File: config.mk
export PLATFORM = sky130hd
export DESIGN_NAME = mainController
export DESIGN_NICKNAME = d
export VERILOG_FILES = /design/src/source/cpuPkg.sv /design/src/source/mainController.sv
export SDC_FILE = /design/constraint.sdc
export NUM_CORES = 1
export LEC_CHECK = 0
export ABC_AREA = 1
export BUFFER_PORTS_ARGS = -buffer_cell sky130_fd_sc_hd__buf_4
export CORE_AREA = 2 2 39 41
export CTS_BUF_LIST = sky130_fd_sc_hd__clkbuf_16
export CTS_CLUSTER_SIZE = 12
export DETAILED_ROUTE_END_ITERATION = 6
export DIE_AREA = 0 0 41 43
export PLACE_DENSITY = 0.64
export SLEW_MARGIN = 20
export SYNTH_ARGS = -nofsm -noshare
export SYNTH_HDL_FRONTEND = slang
export SYNTH_SLANG_ARGS = --single-unit
File: constraint.sdc
create_clock -name clk -period 1.1 [get_ports clk]
set_input_delay 0.22 -clock clk [delete_from_list [all_inputs] [get_ports clk]]
set_output_delay 0.22 -clock clk [all_outputs]
set_load 0.05 [all_outputs]
File: src/source/cpuPkg.sv
package cpuPkg;

	typedef logic [31:0] word_t;
	typedef logic [4:0] regAddr_t;
	typedef logic [31:0] count_t;
	typedef logic [6:0] opcode_t;
	typedef logic [11:0] apbAddr_t;

	// RV32I major opcodes
	localparam opcode_t OPC_ALU_REG = 7'b0110011;
	localparam opcode_t OPC_ALU_IMM = 7'b0010011;
	localparam opcode_t OPC_LOAD = 7'b0000011;
	localparam opcode_t OPC_STORE = 7'b0100011;
	localparam opcode_t OPC_SYSTEM = 7'b1110011;

	// funct3 codes of the supported ALU operations
	localparam logic [2:0] F3_ADD_SUB = 3'b000;
	localparam logic [2:0] F3_SLT = 3'b010;
	localparam logic [2:0] F3_XOR = 3'b100;
	localparam logic [2:0] F3_OR = 3'b110;
	localparam logic [2:0] F3_AND = 3'b111;

	typedef enum logic [2:0] {ALU_ADD, ALU_SUB, ALU_AND, ALU_OR, ALU_XOR, ALU_SLT} aluOp_t;
	typedef enum logic {SRC_A_PC, SRC_A_REG} srcA_t;
	typedef enum logic [1:0] {SRC_B_REG, SRC_B_IMM, SRC_B_FOUR} srcB_t;
	typedef enum logic {WB_EX, WB_MEM} wbSrc_t;

	typedef enum logic [3:0] {
		IDLE,
		FETCH,
		DECODE,
		EXEC_R,
		EXEC_I,
		MEMORY,
		WRITEBACK,
		WRITEBACK_MEM,
		HALT
	} ctrlState_t;

	// APB byte address map
	localparam apbAddr_t IMEM_BASE = 12'h000;
	localparam apbAddr_t DMEM_BASE = 12'h100;
	localparam apbAddr_t CTRL_ADDR = 12'h200;
	localparam apbAddr_t COUNT_ADDR = 12'h204;

endpackage

File: src/source/mainController.sv
module mainController (
	input logic clk,
	input logic rstN,
	input logic start,
	input cpuPkg::opcode_t opcode,
	output logic halted,
	output logic running,
	output logic pcWrite,
	output logic irWrite,
	output logic regWrite,
	output logic memWrite,
	output logic aluOverride,
	output logic retire,
	output cpuPkg::srcA_t srcA,
	output cpuPkg::srcB_t srcB,
	output cpuPkg::wbSrc_t wbSrc
);

	cpuPkg::ctrlState_t state;
	cpuPkg::ctrlState_t nextState;
	logic isMemOp;

	// Loads and stores always add base and offset
	assign isMemOp = (opcode == cpuPkg::OPC_LOAD) || (opcode == cpuPkg::OPC_STORE);

	assign halted = (state == cpuPkg::HALT);
	assign running = (state != cpuPkg::HALT) && (state != cpuPkg::IDLE);

	always_ff @(posedge clk) begin
		if (!rstN)
			state <= cpuPkg::IDLE;
		else
			state <= nextState;
	end

	////////////////////////////////////////////////////////////////////////////
	// Per-state control outputs
	////////////////////////////////////////////////////////////////////////////
	always_comb begin
		nextState = state;
		pcWrite = 1'b0;
		irWrite = 1'b0;
		regWrite = 1'b0;
		memWrite = 1'b0;
		retire = 1'b0;
		wbSrc = cpuPkg::WB_EX;
		// Operands held steady from EXEC through writeback
		aluOverride = isMemOp;
		srcA = cpuPkg::SRC_A_REG;
		srcB = (opcode == cpuPkg::OPC_ALU_REG) ? cpuPkg::SRC_B_REG : cpuPkg::SRC_B_IMM;

		case (state)
			cpuPkg::IDLE, cpuPkg::HALT: begin
				if (start)
					nextState = cpuPkg::FETCH;
			end
			cpuPkg::FETCH: begin
				irWrite = 1'b1;
				aluOverride = 1'b1;
				srcA = cpuPkg::SRC_A_PC;
				srcB = cpuPkg::SRC_B_FOUR;
				nextState = cpuPkg::DECODE;
			end
			cpuPkg::DECODE: begin
				// PC takes pc + 4
				pcWrite = 1'b1;
				aluOverride = 1'b1;
				srcA = cpuPkg::SRC_A_PC;
				srcB = cpuPkg::SRC_B_FOUR;
				case (opcode)
					cpuPkg::OPC_ALU_REG: nextState = cpuPkg::EXEC_R;
					cpuPkg::OPC_ALU_IMM: nextState = cpuPkg::EXEC_I;
					cpuPkg::OPC_LOAD: nextState = cpuPkg::EXEC_I;
					cpuPkg::OPC_STORE: nextState = cpuPkg::EXEC_I;
					// ECALL and anything unsupported stop the core
					default: nextState = cpuPkg::HALT;
				endcase
			end
			cpuPkg::EXEC_R: begin
				srcB = cpuPkg::SRC_B_REG;
				nextState = cpuPkg::MEMORY;
			end
			cpuPkg::EXEC_I: begin
				srcB = cpuPkg::SRC_B_IMM;
				nextState = cpuPkg::MEMORY;
			end
			cpuPkg::MEMORY: begin
				if (opcode == cpuPkg::OPC_STORE) begin
					memWrite = 1'b1;
					retire = 1'b1;
					nextState = cpuPkg::FETCH;
				end else if (opcode == cpuPkg::OPC_LOAD) begin
					nextState = cpuPkg::WRITEBACK_MEM;
				end else begin
					nextState = cpuPkg::WRITEBACK;
				end
			end
			cpuPkg::WRITEBACK: begin
				regWrite = 1'b1;
				retire = 1'b1;
				nextState = cpuPkg::FETCH;
			end
			cpuPkg::WRITEBACK_MEM: begin
				regWrite = 1'b1;
				retire = 1'b1;
				wbSrc = cpuPkg::WB_MEM;
				nextState = cpuPkg::FETCH;
			end
			default: nextState = cpuPkg::IDLE;
		endcase
	end

endmodule

Word-level counts from Yosys, hierarchy flattened:

Cells that the tools add are included.

* reduce and logical (&&, ||, !) cells: 9
* equality and inequality tests: 14
* muxes and demuxes: 16

Operators with widths (number)
* $pmux W4 S6: 1
* $eq A4 B3 Y1 const B: 4
* $eq A7 B6 Y1 const B: 2
* $mux W1: 10
* $eq A4 B2 Y1 const B: 2
* $pmux W4 S2: 1
* $reduce_or A2 Y1: 4
* $eq A7 B2 Y1 const B: 1
* $eq A7 B5 Y1 const B: 1
* $pmux W2 S3: 1
* $eq A4 B1 Y1 const B: 1
* $eq A4 B4 Y1 const B: 1
* $logic_not A4 Y1: 1
* $mux W4: 1
* $ne A4 B4 Y1 const B: 1
* $reduce_bool A4 Y1: 1
* $mux W3: 1
* $reduce_or A3 Y1: 1
* $ne A2 B2 Y1 const B: 1
* $pmux W1 S2: 1
* $logic_and A1 B1 Y1: 1
* $logic_or A1 B1 Y1: 1

* logic and storage cells: 40
* output and inout bits: 12
* input bits: 10
* register bits after elaboration: 4

Logic depth before layout (Yosys ltp):

Gate-level depths: netlist of run 1.

* depth in word-level cells: 4
* gate-level depth with buffers: 8
* mapped depth without buffers: 8

Worst setup path before layout of run 1:

OpenSTA, ideal clock, no wires.

* path type: reg2out
* start point: register state[2]
* end point: output aluOverride
* path slack: -1000 ps
* data required time: 880 ps
* cell stages (with the launch flop): 6
* arrival: 1880 ps
* path buffers: 0
* cell sequence: dfxtp_1 -> inv_2 -> nand2_4 -> nor2_2 -> nor2_2 -> o21ai_0

* longest elaborated chain between the ends: 3
* elaborated cells between the ends (all ways): 4
* classes of those cells: eq/ne (2); mux (1); reduce/logical (1)

Ends and longest elaborated chain
* start: declaration: line mainController.sv:19 `cpuPkg::ctrlState_t state;`
* start signal: assignment: line mainController.sv:31 `state <= cpuPkg::IDLE;`
* start signal: assignment: line mainController.sv:33 `state <= nextState;`
* $eq A4 B2 Y1 / $eq A4 B1 Y1 (equally long branches): line mainController.sv:52 `case (state)`
* $reduce_or A2 Y1 (no line) *
* $mux W1 *: line mainController.sv:52
* end: declaration: line mainController.sv:12 `output logic aluOverride,`

Every way passes the cells marked *; elsewhere a longest branch is shown, timed or not.

Worst setup path in the final report of run 1:

* start point: register state[0]
* end point: output srcB[0]

* longest elaborated chain between the ends: 3
* elaborated cells between the ends (all ways): 6
* classes of those cells: eq/ne (4); mux (1); reduce/logical (1)

Ends and longest elaborated chain
* $eq A4 B2 Y1 / $eq A4 B1 Y1 (equally long branches): line mainController.sv:52
* $reduce_or A2 Y1 (no line)
* $pmux W2 S3 *: line mainController.sv:52
* end: declaration: line mainController.sv:15 `output cpuPkg::srcB_t srcB,`

Marks and branches as above.

==> results of run 1 <==
## power by group
| part | switching, mW | internal [mW] | total, mW |
|---|---|---|---|
| Sequential | 0.0448 | 0.171 | 0.216 |
| Combinational | 0.647 | 0.504 | 1.15 |
| Clock | 0.0977 | 0.464 | 0.562 |
| Total | 0.790 | 1.14 | 1.93 |
## what timing repair did
| action | in CTS | in global routing |
|---|---|---|
| endpoints found under the setup margin | 14 | 16 |
| pin swaps | 14 | 11 |
| gates cloned | 0 | 0 |
| setup buffers | 9 | 3 |
| gates resized for setup | 39 | 9 |
## synth_stat cells
library cell,n
nor2_1,11
inv_2,2
nand3_1,8
nor2_2,4
nand2_4,1
nand2_1,19
dfxtp_1,4
nand3_2,1
o21ai_1,1
a21oi_1,3
nor2_8,1
inv_1,15
nor3_1,1
nand2_2,3
o21ai_0,1
nor2_4,1
## layer usage
metal	global-route usage, %	up-vias	part of all wire (%)
met2	38.75	17	58
met1	25.08	318	37
met4	13.33	0	2.6
met3	3.665	4	2.2
li1	-	328	-
met5	0	-	0
## cell usage in the layout (no fill, tap or decap), drive strengths merged
cell type  instances
nand2             23
nand3              9
nor2              17
clkbuf             3
inv               17
o21ai              2
dfxtp              4
nor3               1
a21oi              3
buf               46
## cells by family (layout without fill, tap and decap cells)
| group | Yosys count | in the layout |
|---|---|---|
| simple gates | 50 | 50 |
| buf+inv | 17 | 66 |
| flops | 4 | 4 |
| compound gates | 5 | 5 |
## path summary, 6_finish.rpt
kind         slack [ps]  depth (start not counted)     start        to
max reg2reg        -320                         11  state[3]  state[0]
min reg2reg         590                          3  state[3]  state[3]
min                 200                          3      rstN  state[2]
max                -410                          7  state[0]   srcB[0]
## cell type report
class / instances / area, sq um
tap: 16 / 20.02
sequential: 4 / 90.09
clock buffer: 3 / 75.07
multi-input combinational: 55 / 425.4
inverter: 17 / 68.82
timing repair buffer: 46 / 435.4
fill: 69 / 269.0
## worst reg2reg max path: cells and delay by family, from the launching register on
| family | cells | cell delay [ps] |
|---|---|---|
| DFF | 1 | 350 |
| buffers and inverters | 5 | 520 |
| and+or+nand+nor | 6 | 450 |
## stage by stage
stage / utilization [%] / power [mW]
finish: 80.56 / 1.929
global route: 80.56 / 2.004
CTS: 78.03 / 1.829
detailed placement: 56.78 / 1.009
global placement: 56.78 / 1.002
floorplan: - / 0.7346
==> reports/qor.txt, run 1 <==
Period utilization: 137.5%
Simple logic cell fraction of the synthesized area: 60.06%
Max-cap violation count: 0
Place WS: -208.2 ps
Cell Area, Synth: 422.9 sq um
Fin area: 0.001115 sq mm
Max Slew Vio Count: 0
# diodes: 0
Pwr per Cell Area: 1730 mW/mm^2
Top cells by area, synth: dfxtp_1 (19%), nand2_1 (17%), inv_1 (13%), nor2_1 (9.8%), nand3_1 (9.5%)
Setup-failing EPs final: 16
Regs by FF count: state x4
Final WL: 1842 um
Master of the slowest instance on the critical path: dfxtp_4
GR Overflow Total: 0
Buffer and inverter count on the worst path: 2
Clk_skew: 1.793 ps
FMAX: 661.4 MHz
Largest net degree at the start of global routing: 6
Avg Cell Area, Syn: 5.565 sq um
I/O Buffers: 21
Number of H-tree levels: 1
Most flop-heavy register: state
TNS Setup: -4289 ps
DR DRC count: 0
First drt pass iteration count: 4
Worst-path maximum fanout: 4
Top cell type's share of synthesized area: 18.93%
First DRT Iteration DRCs: 4
Worst-margin pin slew: 207.3 ps
Synth Area in Compound Gates: 5.917%
Post-Synthesis Cells: 76
Worst setup SP type: flip-flop
GRT Total Usage: 22.99%
Largest family of logic cells by synthesized area: simple AND/OR/NAND/NOR gates
Initial Utilization: 30.56%
LEAKAGE: 0.5671 nW
Sequential share of the synthesized area: 18.93%
Max rail drop VDD: 1643 uV
Yosys warning total: 0
Global-route wire length before repair: 2766 um
Hold Path Class: in2reg
Endpoints failing hold: 0
Mapped Nets: 86
Synth cell types: 16
CP endpoint kind: output port
Post-DP HPWL: 1078 um
CTS clk-pin slew, worst paths: 30 ps
XOR/XNOR Fraction of Synth Area: 0%
Dpl cells: 128
DR vias: 667
Crit-path cells: inv_4, nand2_4, nor2_8, nor2_4, nand3_2, nand2_4, buf_8
Max FFs per register: 4
CTS tree: done
WS Path Type: reg2out
Worst path required time: 880 ps
Full die area: 0.001763 sq mm
#FFs+latches synth: 4
Slew HR: 86.14%
Die Y: 43 um
Synthesis-to-layout area growth: 163.6%
Nets: 137
Routability cong.: 0.8763
Remaining antenna violation count: 0
Post-route setup slack: -412.0 ps
Clock insertion delay at the later pin of the skew report: 220 ps
Placement Cell Area: 785.8 sq um
Post-Synth Adder-Cell Area: 0%
CTS Root Cell: clkbuf_16
Outcome: finished with violations
Die extent in x: 41 um
Initial antenna violation count: 0
CTS Buf Count: 3
Clock net sink count: 4
CP arrival: 1290 ps
Vias in the first global route: 657
Share of post-route cells with drive strength above 1: 68.80%
RSZ-0062 raised after global routing: yes
Total core area: 0.001384 sq mm
CTS Buffer Depth: 2
Final hold slack: 201.5 ps
Vias per inst: 4.730
# IOs: 22
CP peak stage delay: 400 ps
Routed WL per cell: 13.06 um
Crit path max-delay family: simple AND/OR/NAND/NOR gates
Mux cell area share after synthesis: 0%
Core Rows: 14
CP dominant cell by count: nand2_4
CTS Hold Bufs: 0
Cell taking the most area after synthesis: dfxtp_1
Fin cells: 141
Fin crit period: 1512 ps
Failing checks: negative setup slack
Power figures use the tool's default switching activity.
==> run 2: changes to the inputs <==
==> constraint.sdc (replaced) <==
create_clock -name clk -period 1.3 [get_ports clk]
set_input_delay 0.26 -clock clk [delete_from_list [all_inputs] [get_ports clk]]
set_output_delay 0.26 -clock clk [all_outputs]
set_load 0.05 [all_outputs]
==> run 2 against run 1 <==
Compared with the run above: the flow still finishes with violations (negative setup slack); sequential cell count unchanged; first-iteration DRC count increased by 75%; power decreased by 19%; die area unchanged; sequential share of layout area increased by 0.51 points; core utilization decreased by 4.8 points; sequential power decreased by 19%; register-to-register slack improved by 210 ps; critical path type unchanged; largest cell class unchanged.
==> reports/qor.txt, run 2 (same netlist as run 1, synthesis figures left out) <==
Worst setup SP type: flip-flop
GR Overflow Total: 0
Most flop-heavy register: state
Place WS: -87.95 ps
Internal power: 0.9413 mW
Clock insertion delay at the later pin of the skew report: 220 ps
CTS Hold Bufs: 0
Worst-path maximum fanout: 3
# diodes: 0
Max-cap violation count: 0
Die extent in x: 41 um
DR DRC count: 0
# IOs: 22
WS Path Type: reg2out
FMAX: 651.7 MHz
CTS clk-pin slew, worst paths: 30 ps
Routability cong.: 0.8579
Final hold slack: 237.8 ps
Slew HR: 84.52%
First DRT Iteration DRCs: 7
Regs by FF count: state x4
Worst path required time: 1040 ps
CTS tree: done
Fin crit period: 1534 ps
Most frequent cells in the layout: buf_4 (33), nand2_1 (15), inv_1 (11)
Clock power share: 30.3%
Failing checks: negative setup slack
FF-to-FF Start: state[3]
Share of post-route cells with drive strength above 1: 66.40%
CTS Buf Count: 3
Hold endpoint: state[1]
Hold Path Class: in2reg
CTS Buffer Depth: 2
Nets: 137
Period utilization: 118.0%
Pwr per Cell Area: 1491 mW/mm^2
Finished Core Util: 75.77%
DR vias: 615
CP endpoint kind: output port
HP Start: rstN
Number of H-tree levels: 1
Switching share of power: 39.78%
Overall Power: 1.563 mW
Fin cells: 141
Vias per inst: 4.362
Clk_skew: 2.926 ps
Commonest non-fill, non-tap cell in the layout: buf_4
Dpl cells: 128
Multi-input gate area: 379.1 sq um
Filler Cell Count: 112
Final WL: 1535 um
LEAKAGE: 0.5416 nW
I/O Buffers: 21
First drt pass iteration count: 4
Reg2Reg Setup Slack: -110 ps
Full die area: 0.001763 sq mm
Max rail drop VDD: 1057 uV
Remaining antenna violation count: 0
Outcome: finished with violations
Register area: 90.09 sq um
Max FFs per register: 4
Worst hold stages: 3
Post-DP HPWL: 995.1 um
CTS Root Cell: clkbuf_16
Seq pwr share: 11.1%
R2R cell count: 11
Core Rows: 14
Initial Utilization: 30.56%
Reg2reg end: state[0]
Post-route setup slack: -234.5 ps
Global-route wire length before repair: 2194 um
Max Slew Vio Count: 0
Routed WL per cell: 10.89 um
GRT Total Usage: 18.96%
CP arrival: 1270 ps
Clock net sink count: 4
RSZ-0062 raised after global routing: yes
Comb pwr share: 58.6%
Endpoints failing hold: 0
Vias in the first global route: 542
Initial antenna violation count: 0
Worst-margin pin slew: 231.5 ps
NetSw: 0.6218 mW
Synthesis-to-layout area growth: 147.9%
Largest net degree at the start of global routing: 6
Die Y: 43 um
Total core area: 0.001384 sq mm
Setup-failing EPs final: 13
[run 2: power by group through the flow]
| stage | clock network (mW) | registers, mW | logic, mW |
|---|---|---|---|
| 3_5_place_dp | 0 | 0.164 | 0.677 |
| 6_report | 0.474 | 0.174 | 0.916 |
| 5_1_grt | 0.490 | 0.175 | 0.962 |
| 2_1_floorplan | 0 | 0.162 | 0.458 |
| 3_3_place_gp | 0 | 0.163 | 0.674 |
| 4_1_cts | 0.479 | 0.167 | 0.820 |
[run 2: worst max-delay path by stage]
stage	slack, ps	cells after the start	end	start
3_5_place_dp	-90	6	retire	state[1]
4_1_cts	-230	6	retire	state[1]
5_1_grt	-280	8	srcB[0]	state[3]
2_1_floorplan	-280	5	srcB[1]	state[2]
6_report	-230	8	srcB[0]	state[3]
3_3_place_gp	-80	6	retire	state[1]
[run 2: layout make-up]
| type | instances | area share, % |
|---|---|---|
| inverter | 17 | 6.325 |
| multi-input combinational | 55 | 36.16 |
| sequential | 4 | 8.592 |
| timing repair buffer | 46 | 39.86 |
| tap | 16 | 1.909 |
| clock buffer | 3 | 7.160 |
[run 2: layer usage]
layer / vias to the layer above / GRT usage [%] / share of wire (%) / wire length [um]
li1: 327 / - / - / -
met1: 268 / 22.44 / 42 / 647
met2: 16 / 29.69 / 54 / 830
met3: 4 / 4.712 / 2.5 / 39
met4: 0 / 10.00 / 1.2 / 19
met5: - / 0 / 0 / 0
[run 2: worst max-delay path, stage by stage (launching register included)]
cell	delay (ps)
dfxtp_2	340
buf_4	120
nor2_1	30
nand2_1	110
nand2_2	80
inv_2	70
nand3_2	90
nand2_4	80
buf_8	140
[run 2: what timing repair did]
action,CTS,global route
setup buffers,5,7
endpoints found under the hold margin,0,0
pin swaps,9,12
gates cloned,0,0
gates resized for setup,26,6
endpoints found under the setup margin,12,13
[run 2: per-stage QoR]
step	setup TNS (ps)	instance area [sq um]
after floorplan	-850.5	490.5
after global placement	-141.5	780.7
after detailed placement	-186.3	780.7
after CTS	-1354	977.2
after global routing	-2558	1049
final	-1880	1049
