==> src/source/cpuPkg.sv <==
package cpuPkg;

	typedef logic [31:0] word_t;
	typedef logic [4:0] regAddr_t;
	typedef logic [31:0] count_t;
	typedef logic [6:0] opcode_t;
	typedef logic [11:0] apbAddr_t;

	// RV32I major opcodes
	localparam opcode_t OPC_ALU_REG = 7'b0110011;
	localparam opcode_t OPC_ALU_IMM = 7'b0010011;
	localparam opcode_t OPC_LOAD = 7'b0000011;
	localparam opcode_t OPC_STORE = 7'b0100011;
	localparam opcode_t OPC_SYSTEM = 7'b1110011;

	// funct3 codes of the supported ALU operations
	localparam logic [2:0] F3_ADD_SUB = 3'b000;
	localparam logic [2:0] F3_SLT = 3'b010;
	localparam logic [2:0] F3_XOR = 3'b100;
	localparam logic [2:0] F3_OR = 3'b110;
	localparam logic [2:0] F3_AND = 3'b111;

	typedef enum logic [2:0] {ALU_ADD, ALU_SUB, ALU_AND, ALU_OR, ALU_XOR, ALU_SLT} aluOp_t;
	typedef enum logic {SRC_A_PC, SRC_A_REG} srcA_t;
	typedef enum logic [1:0] {SRC_B_REG, SRC_B_IMM, SRC_B_FOUR} srcB_t;
	typedef enum logic {WB_EX, WB_MEM} wbSrc_t;

	typedef enum logic [3:0] {
		IDLE,
		FETCH,
		DECODE,
		EXEC_R,
		EXEC_I,
		MEMORY,
		WRITEBACK,
		WRITEBACK_MEM,
		HALT
	} ctrlState_t;

	// APB byte address map
	localparam apbAddr_t IMEM_BASE = 12'h000;
	localparam apbAddr_t DMEM_BASE = 12'h100;
	localparam apbAddr_t CTRL_ADDR = 12'h200;
	localparam apbAddr_t COUNT_ADDR = 12'h204;

endpackage

==> src/source/progCounter.sv <==
module progCounter (
	input logic clk,
	input logic rstN,
	input logic start,
	input logic pcWrite,
	input logic retire,
	input cpuPkg::word_t nextPc,
	output cpuPkg::word_t pc,
	output cpuPkg::count_t count
);

	// Program always begins at address zero
	always_ff @(posedge clk) begin
		if (!rstN || start) begin
			pc <= '0;
		end else if (pcWrite) begin
			pc <= nextPc;
		end
	end

	// Retired instructions since the last start
	always_ff @(posedge clk) begin
		if (!rstN || start) begin
			count <= '0;
		end else if (retire) begin
			count <= count + 1'b1;
		end
	end

endmodule

==> config.mk <==
export PLATFORM = sky130hd
export DESIGN_NAME = progCounter
export DESIGN_NICKNAME = d
export VERILOG_FILES = /design/src/source/cpuPkg.sv /design/src/source/progCounter.sv
export SDC_FILE = /design/constraint.sdc
export NUM_CORES = 1
export LEC_CHECK = 0
export BUFFER_PORTS_ARGS = -buffer_cell sky130_fd_sc_hd__buf_2
export CAP_MARGIN = 30
export CELL_PAD_IN_SITES_DETAIL_PLACEMENT = 1
export CELL_PAD_IN_SITES_GLOBAL_PLACEMENT = 1
export CORE_MARGIN = 2
export CORE_UTILIZATION = 39
export DETAILED_ROUTE_END_ITERATION = 10
export PLACE_DENSITY = 0.81
export REMOVE_ABC_BUFFERS = 1
export SETUP_SLACK_MARGIN = 0.05
export SYNTH_ARGS = -nofsm -noshare
export SYNTH_HDL_FRONTEND = slang
export SYNTH_SLANG_ARGS = --single-unit
==> constraint.sdc <==
create_clock -name clk -period 5.1 [get_ports clk]
set_clock_uncertainty 0.1 [all_clocks]
set_input_delay 1.02 -clock clk [delete_from_list [all_inputs] [get_ports clk]]
set_output_delay 1.02 -clock clk [all_outputs]
set_load 0.1 [all_outputs]
### Yosys cells after proc, flatten, opt, wreduce, memory -nomap -nowiden

Cells that the tools add are included.
W data, S select, Z words.

* bits of input ports: 37
* output and inout port bits: 64
* word-level logic and storage cells: 5
* bits in registers: 64

* add/subtract/negate cells: 1
* reduce and logical (&&, ||, !) cells: 2

Operator list (count)
* $add A32 B1 Y32 const B: 1
* $logic_not A1 Y1: 1
* $logic_or A1 B1 Y1: 1

### Depth between registers and ports, before layout

Gate-level depths: netlist (run 1).

* depth in word-level cells: 2
* gate-level depth with buffers: 7
* depth with buffers taken out: 5

### Worst setup path before layout (run 1)

Ideal clock, no wire load.

* kind: reg-to-reg
* start: reg count[0]
* end: reg count[24]
* setup time: 0.071 ns
* cell stages (with the launch flop): 7
* clock period less this slack: 2.511 ns
* data required time: 4.929 ns
* data arrival time: 2.341 ns
* path slack: 2.589 ns
* path buffers: 1
* path through: dfxtp_1 -> ha_1 -> and3_1 -> buf_6 -> nand4_4 -> or4_1 -> a21oi_1

* longest elaborated chain between the ends: 1

RTL lines
* start, declared: line progCounter.sv:9 `output cpuPkg::count_t count`
* start signal, assigned: line progCounter.sv:26 `count <= count + 1'b1;`
* $add A32 B1 Y32: line progCounter.sv:26

No other way between the ends.
A chain may end at the register's enable or synchronous reset.

### Final worst setup path (run 1)

* start: reg count[17]
* end: out count[17]

No word-level cell between the ends.

==> Flow_metrics.wiki, run 1 <==
{| class="wikitable"
! Metric !! Value
|-
| Number of buffer and inverter stages on the critical path || 1
|-
| Avg Synthesized Cell Area || 9.533 um^2
|-
| Max Clk Rate || 420.6 MHz
|-
| DRC marker count from the first detailed-route iteration || 53
|-
| Final worst path period share || 46.62%
|-
| Run status || finished clean
|-
| Type of the tightest min-delay check || reg -> reg
|-
| Kind of critical path || reg -> out
|-
| Nets@finish || 416
|-
| CTS root buffer || sky130_fd_sc_hd__clkbuf_8
|-
| Horizontal die dimension || 87.61 um
|-
| Time the final worst path needs with I/O delays and setup || 2.378 ns
|-
| Dominant combinational cell family by area after synthesis || simple AND/OR/NAND/NOR gates
|-
| Average via count per standard cell || 5.100
|-
| Deepest level of the CTS H-tree || 3
|-
| Mux share of post-synthesis cell area || 12.48%
|-
| TritonCTS clock tree || built
|-
| Row count || 30
|-
| Effective utilization at floorplan || 40.13%
|-
| First-pass GRT wire length || 11,600 um
|-
| Standby leakage power || 1.546 nW
|-
| Setup violations, final || 0
|-
| Number of fill cells in the layout || 817
|-
| Compound-Gate Fraction of Synth Area || 8.490%
|-
| Total power per unit cell area || 295.0 nW/um^2
|-
| Gates resized, CTS repair || 0
|-
| Count of non-filler cells in the finished layout || 479
|-
| Family of cells with the greatest summed delay on the critical path || buffers and inverters
|-
| Total global routing track utilization || 19.30%
|-
| Adder-cell share of the synthesized area || 0.4589%
|-
| Total iterations of the first detailed-routing run || 3
|-
| Total of flip-flops plus latches after synthesis || 64
|-
| Area of the die || 7676 um^2
|-
| Setup repair after global routing missed its margin || no
|-
| Required time worst endpoint || 3.98 ns
|-
| Core footprint || 6794 um^2
|-
| Top-Level Pins || 101
|-
| Cell-by-cell trace of the critical path || buf_2
|-
| Total power after layout || 1.008 mW
|-
| Place WS || 2.472 ns
|-
| Synthesis-to-finish area growth || 25.29%
|-
| Count of port buffers added during placement || 100
|-
| Final critical-path setup slack || 2.722 ns
|-
| Max capacitance violation total || 0
|-
| Final ANT Viol Nets || 0
|-
| Cells after synthesis || 286
|-
| Total inserted antenna cells || 0
|-
| Avg WL per Cell || 14.98 um
|-
| Chip Height || 87.61 um
|-
| Startpoint type of the worst setup path || flip-flop
|-
| Measured slew at the worst slew-check pin || 0.9361 ns
|-
| Cells after DPL || 463
|-
| Max-slew violation count || 0
|-
| CP max FO || 7
|-
| Via Count || 2,443
|-
| Count of hold buffers inserted by post-cts repair || 0
|-
| Max Root-Sink Buffers || 2
|-
| Fraction of final layout cells with drive strength greater than 1 || 32.90%
|-
| Number of antenna violations at the first check in global routing || 0
|-
| Sequential cell area fraction in the yosys report || 46.99%
|-
| Cell with the largest stage delay on the worst path || sky130_fd_sc_hd__buf_2
|-
| Clock slew at reported path FFs || 0.07 ns
|-
| TritonCTS buffer count || 9
|-
| Number of setup buffers added after CTS || 0
|-
| Slew HR || 37.60%
|-
| Pin count of the biggest net entering global routing || 63
|-
| Number of global-route vias before repair || 2,408
|-
| Worst hold slack || 0.3873 ns
|-
| Crit. End Element || output port
|-
| Clock latency at the later pin of the worst-skew pair || 0.33 ns
|-
| Residual DRC count || 0
|-
| Count of synthesis-stage warnings from yosys || 0
|-
| Total global routing overflow || 0
|-
| Distinct cells, synth || 38
|-
| Peak per-stage delay on the critical path || 0.48 ns
|-
| Total number of clock tree sinks || 64
|-
| Synthesized-area fraction occupied by and/or/nand/nor cells || 23.77%
|-
| Final-layout setup total negative slack || 0 ns
|-
| Share of the synthesized netlist area taken by xor and xnor gates || 3.534%
|-
| HPWL after detailed placement || 5240 um
|-
| Crit path DAT || 1.26 ns
|-
| Routed wire length || 7175 um
|-
| Worst IR drop on VDD || 126.5 uV
|-
| Cell Area, Synth || 2726 um^2
|-
| Hold violation total from the final report || 0
|-
| GPL Wtd Cong || 0.7434
|}
## cell type report
| class | count | area [um^2] | share of cell area [%] |
|---|---|---|---|
| inverters | 3 | 11.26 | 0.3297 |
| repair buffers | 101 | 508.0 | 14.87 |
| well taps | 96 | 120.1 | 3.516 |
| clock buffers | 10 | 127.6 | 3.736 |
| multi-input cells | 199 | 1331 | 38.97 |
| clock inverters | 6 | 36.28 | 1.062 |
| flip-flops and latches | 64 | 1281 | 37.51 |
## cell usage after synthesis, drive strengths merged
cell type / n / area [um^2]
and4: 4 / 37.54
nand3: 12 / 65.06
o21ai: 5 / 25.02
nand2: 12 / 45.04
or3: 4 / 25.02
o21a: 1 / 7.510
inv: 3 / 11.26
nand2b: 2 / 12.51
nor2b: 2 / 12.51
o31a: 1 / 8.760
xnor2: 4 / 35.03
and3: 5 / 36.28
nor4: 3 / 18.77
a21bo: 1 / 10.01
xor2: 7 / 61.31
clkbuf: 11 / 41.29
dfxtp: 64 / 1281
nand4: 10 / 98.84
nand3b: 1 / 7.510
buf: 9 / 63.80
mux2i: 34 / 340.3
nand4b: 1 / 15.01
o31ai: 12 / 90.09
a21oi: 18 / 90.09
ha: 1 / 12.51
and2: 2 / 13.77
nor2: 44 / 165.2
nor3: 1 / 5.000
or4: 12 / 90.09
## registers in the layout, summed over array words and instances, names as in the netlist
signal,cells
count,32
pc,32
## layer usage
layer  wire (um)  part of all wire (%)  vias to the layer above  track usage (%)
met3         217                   3.0                       10            3.205
met5           0                     0                        -                0
met1        2949                    41                     1185            22.78
met4         133                   1.9                        0            9.510
met2        3875                    54                       40            33.82
li1            -                     -                     1208                -
## cells by family after synthesis
group                      count (synthesis)
adders and majority gates                  1
buffers and inverters                     23
and+or+nand+nor                          115
DFF                                       64
muxes                                     34
xor gates and xnor gates                  11
AOI/OAI and AO/OA                         38
## placed cells by master (no fill, tap or decap), types with 2 or more instances in the layout
master / netlist / routed
sky130_fd_sc_hd__buf_2: 3 / 100
sky130_fd_sc_hd__nor4_1: 3 / 3
sky130_fd_sc_hd__a21oi_1: 18 / 18
sky130_fd_sc_hd__clkbuf_8: 0 / 9
sky130_fd_sc_hd__clkinv_2: 0 / 4
sky130_fd_sc_hd__nor2_1: 44 / 44
sky130_fd_sc_hd__nor2b_1: 2 / 2
sky130_fd_sc_hd__or3_1: 4 / 4
sky130_fd_sc_hd__and4_1: 3 / 3
sky130_fd_sc_hd__nand3_1: 11 / 11
sky130_fd_sc_hd__dfxtp_1: 64 / 64
sky130_fd_sc_hd__mux2i_1: 34 / 34
sky130_fd_sc_hd__o21ai_0: 5 / 5
sky130_fd_sc_hd__xor2_1: 7 / 7
sky130_fd_sc_hd__or4_1: 12 / 12
sky130_fd_sc_hd__and3_1: 4 / 4
sky130_fd_sc_hd__nand2_1: 12 / 12
sky130_fd_sc_hd__o31ai_1: 12 / 12
sky130_fd_sc_hd__inv_1: 3 / 3
sky130_fd_sc_hd__nand4_1: 7 / 7
sky130_fd_sc_hd__nand4_4: 2 / 2
sky130_fd_sc_hd__xnor2_1: 4 / 4
## power by group
part / switching [mW] / total (mW) / internal, mW
Combinational: 0.0936 / 0.124 / 0.0305
Clock: 0.197 / 0.371 / 0.174
Sequential: 0.00464 / 0.513 / 0.508
## worst register-to-register path, stage by stage, from the launching register on
cell and delay, ns:
sky130_fd_sc_hd__dfxtp_1 0.44, sky130_fd_sc_hd__and3_1 0.44, sky130_fd_sc_hd__nand4_4 0.31, sky130_fd_sc_hd__or4_1 0.59
sky130_fd_sc_hd__a21oi_1 0.16
## stage by stage
step,instance area (um^2),utilization (%)
detailed placement,3252,47.86
global placement,3252,47.86
global route,3416,50.28
finish,3416,50.28
floorplan,2621,-
CTS,3416,50.28
## worst paths after layout
kind         depth (start not counted)  slack, ns       from        end
max                                  1       2.72  count[17]  count[17]
min                                  2       0.39      pc[1]      pc[1]
max reg2reg                          4       2.98   count[3]  count[31]
min reg2reg                          2       0.39      pc[1]      pc[1]
Power figures use the tool's default switching activity.
==> run 2: changes to the inputs <==
Settings changed: CORE_UTILIZATION 39 to 36, PLACE_DENSITY 0.81 to 0.75.
Clock period 5.1 ns to 2.35 ns, I/O delays scaled along.
==> run 2 against run 1 <==
Net effect:
- final area increased by 2.7%
- count of clock-buffer cells in the layout grew 1
- total power grew 130%
- global-route usage is 0.65 points lower
- highest routed layer unchanged
- die area grew 7.9%
- flip-flop and latch count stayed put
- critical endpoint is now count[22]
- register-to-register slack got worse by 2.7 ns
- core utilization is 2.2 points lower
- first-iteration DRC count is 79% higher
- largest cell class unchanged
==> Flow_metrics.wiki, run 2 (synthesized netlist as in run 1, its figures left out) <==
{| class="wikitable"
! Metric !! Value
|-
| Max Root-Sink Buffers || 2 (unchanged)
|-
| Fraction of the core area covered by cells at the end of the flow || 48.11% (was 50.28%)
|-
| Residual DRC count || 0 (unchanged)
|-
| Total global routing overflow || 0 (unchanged)
|-
| Routed wire length || 7293 um (was 7175 um)
|-
| Via Count || 2,480 (was 2,443)
|-
| Slack of the worst reg-to-reg path || 0.32 ns (was 2.98 ns)
|-
| Total power per unit cell area || 668.3 nW/um^2 (was 295.0 nW/um^2)
|-
| Top-Level Pins || 101 (unchanged)
|-
| Largest registers in the final layout || count (32), pc (32) (unchanged)
|-
| Net Sw Power || 0.6522 mW (was 0.2951 mW)
|-
| GPL Wtd Cong || 0.7650 (was 0.7434)
|-
| Number of fill cells in the layout || 921 (was 817)
|-
| Max Clk Rate || 492.1 MHz
|-
| Slew HR || 52.96% (was 37.60%)
|-
| Core footprint || 7292 um^2 (was 6794 um^2)
|-
| Count of hold buffers inserted by post-cts repair || 0 (unchanged)
|-
| Type of the tightest min-delay check || in -> reg (was reg -> reg)
|-
| Sequential fraction of design power || 47.5% (was 50.9%)
|-
| Horizontal die dimension || 91.03 um (was 87.61 um)
|-
| Placed inst area || 3311 um^2 (was 3252 um^2)
|-
| Final ANT Viol Nets || 0 (unchanged)
|-
| Crit. End Element || flip-flop (was output port)
|-
| Max-slew violation count || 0 (unchanged)
|-
| Clock latency at the later pin of the worst-skew pair || 0.34 ns (was 0.33 ns)
|-
| Place WS || 0.2792 ns (was 2.472 ns)
|-
| Row count || 31 (was 30)
|-
| Kind of critical path || reg -> reg (was reg -> out)
|-
| Worst IR drop on VDD || 287.4 uV (was 126.5 uV)
|-
| Fraction of final layout cells with drive strength greater than 1 || 33.59% (was 32.90%)
|-
| Internal power || 1.692 mW (was 0.7126 mW)
|-
| HPWL after detailed placement || 5405 um (was 5240 um)
|-
| TritonCTS clock tree || built (unchanged)
|-
| CP max FO || 8 (was 7)
|-
| Measured slew at the worst slew-check pin || 0.6992 ns (was 0.9361 ns)
|-
| Total number of clock tree sinks || 64 (unchanged)
|-
| Final worst path period share || 86.47%
|-
| Max capacitance violation total || 0 (unchanged)
|-
| First-pass GRT wire length || 12,390 um (was 11,600 um)
|-
| Capturing point of the worst reg2reg path || count[22] (was count[31])
|-
| Number of antenna violations at the first check in global routing || 0 (unchanged)
|-
| Standby leakage power || 1.590 nW (was 1.546 nW)
|-
| Total power after layout || 2.344 mW (was 1.008 mW)
|-
| Highest-count cells in the layout ignoring fill and taps || sky130_fd_sc_hd__buf_2, sky130_fd_sc_hd__dfxtp_1, sky130_fd_sc_hd__nor2_1 (unchanged)
|-
| Clock slew at reported path FFs || 0.07 ns (about the same)
|-
| Required time worst endpoint || 2.51 ns (was 3.98 ns)
|-
| Most common cell after layout, fill and taps aside || sky130_fd_sc_hd__buf_2 (unchanged)
|-
| Total global routing track utilization || 18.65% (was 19.30%)
|-
| Deepest level of the CTS H-tree || 3 (unchanged)
|-
| Min-Delay Startpoint || nextPc[6] (was pc[1])
|-
| Total inserted antenna cells || 0 (unchanged)
|-
| TritonCTS buffer count || 9 (unchanged)
|-
| Final instance area || 3508 um^2 (was 3416 um^2)
|-
| Count of port buffers added during placement || 100 (unchanged)
|-
| Total iterations of the first detailed-routing run || 4 (was 3)
|-
| Time the final worst path needs with I/O delays and setup || 2.032 ns
|-
| Final critical-path setup slack || 0.3179 ns (was 2.722 ns)
|-
| Run status || finished clean (unchanged)
|-
| Worst reg2reg path startpoint || count[0] (was count[3])
|-
| Pin count of the biggest net entering global routing || 33 (was 63)
|-
| Switching power as a share of total power || 27.82% (was 29.29%)
|-
| Worst setup path endpoint || count[22] (was count[17])
|-
| Setup violations, final || 0 (unchanged)
|-
| Number of global-route vias before repair || 2,502 (was 2,408)
|-
| Synthesis-to-finish area growth || 28.68% (was 25.29%)
|-
| Area of the die || 8286 um^2 (was 7676 um^2)
|-
| Chip Height || 91.03 um (was 87.61 um)
|-
| Hold violation total from the final report || 0 (unchanged)
|-
| Setup repair after global routing missed its margin || no (unchanged)
|-
| Startpoint type of the worst setup path || flip-flop (unchanged)
|-
| Avg WL per Cell || 15.01 um (was 14.98 um)
|-
| Effective utilization at floorplan || 37.39% (was 40.13%)
|-
| Nets@finish || 420 (was 416)
|-
| Number of setup buffers added after CTS || 0 (unchanged)
|-
| Average via count per standard cell || 5.103 (was 5.100)
|-
| Logic depth of the worst register-to-register path || 5 (was 4)
|-
| Crit path DAT || 2.19 ns (was 1.26 ns)
|-
| DRC marker count from the first detailed-route iteration || 95 (was 53)
|-
| Gates resized, CTS repair || 0 (unchanged)
|-
| CTS root buffer || sky130_fd_sc_hd__clkbuf_8 (unchanged)
|-
| Combinational power share || 11.8% (was 12.3%)
|-
| Part of the power in the clock network || 40.7% (was 36.8%)
|-
| Worst setup startpoint || count[0] (was count[17])
|}
## run 2: final cells by class
cell class / count / area, um^2 / share of cell area (%)
clock buffers: 11 / 141.4 / 4.030
clock inverters: 5 / 56.30 / 1.605
inverters: 3 / 11.26 / 0.3210
multi-input cells: 199 / 1331 / 37.95
flip-flops and latches: 64 / 1281 / 36.52
well taps: 99 / 123.9 / 3.531
repair buffers: 105 / 563.0 / 16.05
## run 2: worst min path at each step
stage,to,slack (ns),cells after the start
after global routing,pc[5],0.26,3
final,pc[6],0.26,3
after floorplan,pc[0],0.52,2
after global placement,count[31],0.36,2
after CTS,pc[26],0.25,3
after detailed placement,pc[0],0.38,2
## run 2: worst max-delay path, stage by stage (launching register included)
cell and delay (ns):
sky130_fd_sc_hd__dfxtp_1 0.43, sky130_fd_sc_hd__ha_1 0.19, sky130_fd_sc_hd__and3_1 0.36, sky130_fd_sc_hd__nand4_4 0.19
sky130_fd_sc_hd__or4_1 0.54, sky130_fd_sc_hd__a21oi_1 0.15
## run 2: layer usage
metal  global-route usage [%]  vias up  share of wire [%]
met1                    21.81     1204                 42
met3                    5.477       10                4.5
met2                    32.22       54                 51
met5                        0        -                  0
li1                         -     1212                  -
met4                    6.818        0                1.8
## run 2: power groups by stage
stage	sequential [mW]	clock [mW]	combinational (mW)
6_report	1.11	0.955	0.276
5_1_grt	1.12	1.04	0.293
4_1_cts	1.11	0.985	0.280
3_5_place_dp	1.14	0	0.280
3_3_place_gp	1.14	0	0.274
2_1_floorplan	1.28	0	0.0541
## run 2: through the flow
stage	setup TNS, ns	std cells	hold slack (ns)
6_report	0	486	0.2649
2_1_floorplan	-3.268	266	0.5172
3_3_place_gp	0	470	0.3637
5_1_grt	0	486	0.2607
3_5_place_dp	0	470	0.3827
4_1_cts	0	486	0.2488
==> run 3: changes to the inputs <==
--- a/config.mk
+++ b/config.mk
@@ -11,7 +11,7 @@
 export CELL_PAD_IN_SITES_GLOBAL_PLACEMENT = 1
 export CORE_MARGIN = 2
-export CORE_UTILIZATION = 36
+export CORE_UTILIZATION = 39
 export DETAILED_ROUTE_END_ITERATION = 10
-export PLACE_DENSITY = 0.75
+export PLACE_DENSITY = 0.81
 export REMOVE_ABC_BUFFERS = 1
 export SETUP_SLACK_MARGIN = 0.05
==> constraint.sdc (replaced) <==
create_clock -name clk -period 2.6 [get_ports clk]
set_clock_uncertainty 0.1 [all_clocks]
set_input_delay 0 -clock clk [delete_from_list [all_inputs] [get_ports clk]]
set_output_delay 0 -clock clk [all_outputs]
set_load 0.1 [all_outputs]
==> run 3 against run 2 <==
Net effect:
- core utilization rose by 7.7 points
- worst hold slack improved by 0.0056 ns
- cell count rose by 5.8%
- critical endpoint is now count[19]
- global-route usage rose by 4.9 points
- count of clock-buffer cells in the layout fell by 2
- highest routed layer unchanged
- register-to-register slack improved by 0.17 ns
- routed wire length rose by 22%
- largest cell class unchanged
==> Flow_metrics.wiki, run 3 (synthesized netlist as in run 1, its figures left out) <==
{| class="wikitable"
! Metric !! Value
|-
| GPL Wtd Cong || 0.7713 (was 0.7650)
|-
| Number of stages on the worst hold path || 3 (unchanged)
|-
| Deepest level of the CTS H-tree || 3 (unchanged)
|-
| CTS root buffer || sky130_fd_sc_hd__clkbuf_8 (unchanged)
|-
| Clock slew at reported path FFs || 0.09 ns (was 0.07 ns)
|-
| Synthesis-to-finish area growth || 39.19% (was 28.68%)
|-
| Top-Level Pins || 101 (unchanged)
|-
| Hold violation total from the final report || 0 (unchanged)
|-
| DRC marker count from the first detailed-route iteration || 108 (was 95)
|-
| Final instance area || 3795 um^2 (was 3508 um^2)
|-
| Count of port buffers added during placement || 100 (unchanged)
|-
| Most common cell after layout, fill and taps aside || sky130_fd_sc_hd__buf_2 (unchanged)
|-
| HPWL after detailed placement || 5200 um (was 5405 um)
|-
| First-pass GRT wire length || 13,630 um (was 12,390 um)
|-
| Capture endpoint of the worst hold path || pc[13] (was pc[6])
|-
| Standby leakage power || 1.707 nW (was 1.590 nW)
|-
| Logic depth of the worst register-to-register path || 4 (was 5)
|-
| Avg WL per Cell || 17.34 um (was 15.01 um)
|-
| Effective utilization at floorplan || 40.13% (was 37.39%)
|-
| Fraction of final layout cells with drive strength greater than 1 || 30.38% (was 33.59%)
|-
| CP max FO || 20 (was 8)
|-
| Row count || 30 (was 31)
|-
| Kind of critical path || reg -> reg (unchanged)
|-
| Number of antenna violations at the first check in global routing || 0 (unchanged)
|-
| Type of the tightest min-delay check || in -> reg (unchanged)
|-
| Total global routing overflow || 0 (unchanged)
|-
| Total inserted antenna cells || 0 (unchanged)
|-
| Placed inst area || 3259 um^2 (was 3311 um^2)
|-
| Via Count || 2,649 (was 2,480)
|-
| TritonCTS buffer count || 9 (unchanged)
|-
| Min-Delay Startpoint || pcWrite (was nextPc[6])
|-
| Total power per unit cell area || 568.8 nW/um^2 (was 668.3 nW/um^2)
|-
| Number of global-route vias before repair || 2,714 (was 2,502)
|-
| Setup violations, final || 0 (unchanged)
|-
| Largest registers in the final layout || count (32), pc (32) (unchanged)
|-
| Slew HR || 37.61% (was 52.96%)
|-
| Area of the die || 7676 um^2 (was 8286 um^2)
|-
| Total number of clock tree sinks || 64 (unchanged)
|-
| Startpoint type of the worst setup path || flip-flop (unchanged)
|-
| Pin count of the biggest net entering global routing || 40 (was 33)
|-
| Total global routing track utilization || 23.52% (was 18.65%)
|-
| Nets@finish || 452 (was 420)
|-
| Chip Height || 87.61 um (was 91.03 um)
|-
| Combined flip-flop and latch cell area || 1281 um^2 (unchanged)
|-
| Worst IR drop on VDD || 299.4 uV (was 287.4 uV)
|-
| Total power after layout || 2.159 mW (was 2.344 mW)
|-
| Core footprint || 6794 um^2 (was 7292 um^2)
|-
| Crit path DAT || 2.27 ns (was 2.19 ns)
|-
| Max capacitance violation total || 0 (unchanged)
|-
| Run status || finished clean (unchanged)
|-
| Gates resized, CTS repair || 0 (unchanged)
|-
| Measured slew at the worst slew-check pin || 0.9359 ns (was 0.6992 ns)
|-
| Max-slew violation count || 0 (unchanged)
|-
| Final-layout setup total negative slack || 0 ns (unchanged)
|-
| TritonCTS clock tree || built (unchanged)
|-
| Horizontal die dimension || 87.61 um (was 91.03 um)
|-
| Average via count per standard cell || 5.154 (was 5.103)
|-
| Routed wire length || 8915 um (was 7293 um)
|-
| Fraction of the core area covered by cells at the end of the flow || 55.86% (was 48.11%)
|-
| Required time worst endpoint || 2.76 ns (was 2.51 ns)
|-
| Highest-count cells in the layout ignoring fill and taps || sky130_fd_sc_hd__buf_2, sky130_fd_sc_hd__dfxtp_1, sky130_fd_sc_hd__nor2_1 (unchanged)
|-
| Max Root-Sink Buffers || 2 (unchanged)
|-
| Worst reg2reg path startpoint || count[12] (was count[0])
|-
| Slack of the worst reg-to-reg path || 0.49 ns (was 0.32 ns)
|-
| Final ANT Viol Nets || 0 (unchanged)
|-
| Setup repair after global routing missed its margin || no (unchanged)
|-
| Crit. End Element || flip-flop (unchanged)
|-
| Place WS || 0.5465 ns (was 0.2792 ns)
|-
| Capturing point of the worst reg2reg path || count[19] (was count[22])
|-
| Time the final worst path needs with I/O delays and setup || 2.107 ns (was 2.032 ns)
|-
| Number of fill cells in the layout || 807 (was 921)
|-
| Multi-input gate area || 1331 um^2 (unchanged)
|-
| Clock latency at the later pin of the worst-skew pair || 0.34 ns (about the same)
|-
| Total iterations of the first detailed-routing run || 4 (unchanged)
|-
| Final critical-path setup slack || 0.4925 ns (was 0.3179 ns)
|-
| Max Clk Rate || 474.5 MHz (was 492.1 MHz)
|-
| Final worst path period share || 81.06% (was 86.47%)
|-
| Residual DRC count || 0 (unchanged)
|}
run 3: worst max-delay path, cell delays in order (launching register included):
cell and delay, ns:
sky130_fd_sc_hd__dfxtp_1 0.41, sky130_fd_sc_hd__and4_1 0.37, sky130_fd_sc_hd__nand3_2 0.35, sky130_fd_sc_hd__or4_1 0.61
sky130_fd_sc_hd__a21oi_1 0.18
run 3: worst max path at each step:
| stage | to | cells past startpoint | startpoint | slack (ns) |
|---|---|---|---|---|
| 2_1_floorplan | count[20] | 5 | count[0] | 0.004 |
| 3_3_place_gp | count[31] | 4 | count[3] | 0.64 |
| 3_5_place_dp | count[31] | 4 | count[3] | 0.55 |
| 4_1_cts | count[31] | 4 | count[3] | 0.51 |
| 5_1_grt | count[22] | 5 | count[0] | 0.34 |
| 6_report | count[19] | 4 | count[12] | 0.49 |
run 3: final cells by class:
class | instances | area share, %
sequential | 64 | 33.76
multi-input combinational | 199 | 35.08
tap | 96 | 3.165
clock buffer | 9 | 3.264
clock inverter | 6 | 1.616
timing repair buffer | 137 | 22.82
inverter | 3 | 0.2967
run 3: per-layer routing:
layer  vias to the layer above  track usage (%)  share of wire [%]
met5                         -                0                  0
met4                         0            15.24                4.5
met3                        28            4.336                3.3
met2                        66            43.11                 55
met1                      1286            24.37                 37
li1                       1269                -                  -
run 3: per-stage QoR:
step | hold WS [ns] | cells
after floorplan | 0.04720 | 266
after global placement | 0.1355 | 464
after detailed placement | 0.1435 | 464
after CTS | 0.2902 | 514
after global routing | 0.3047 | 514
final | 0.2705 | 514
run 3: repair_timing:
| item | 4_1_cts | 5_1_grt |
|---|---|---|
| setup endpoints to repair | 0 | 0 |
| setup buffers | 0 | 0 |
| hold endpoints to repair | 37 | 0 |
| hold buffers | 35 | 0 |
run 3: power by group:
part           switching, mW  total (mW)  internal, mW  leakage [nW]
sequential            0.0107        1.01         0.997         0.519
combinational          0.199       0.294        0.0954          1.09
clock                  0.423       0.857         0.434        0.0948
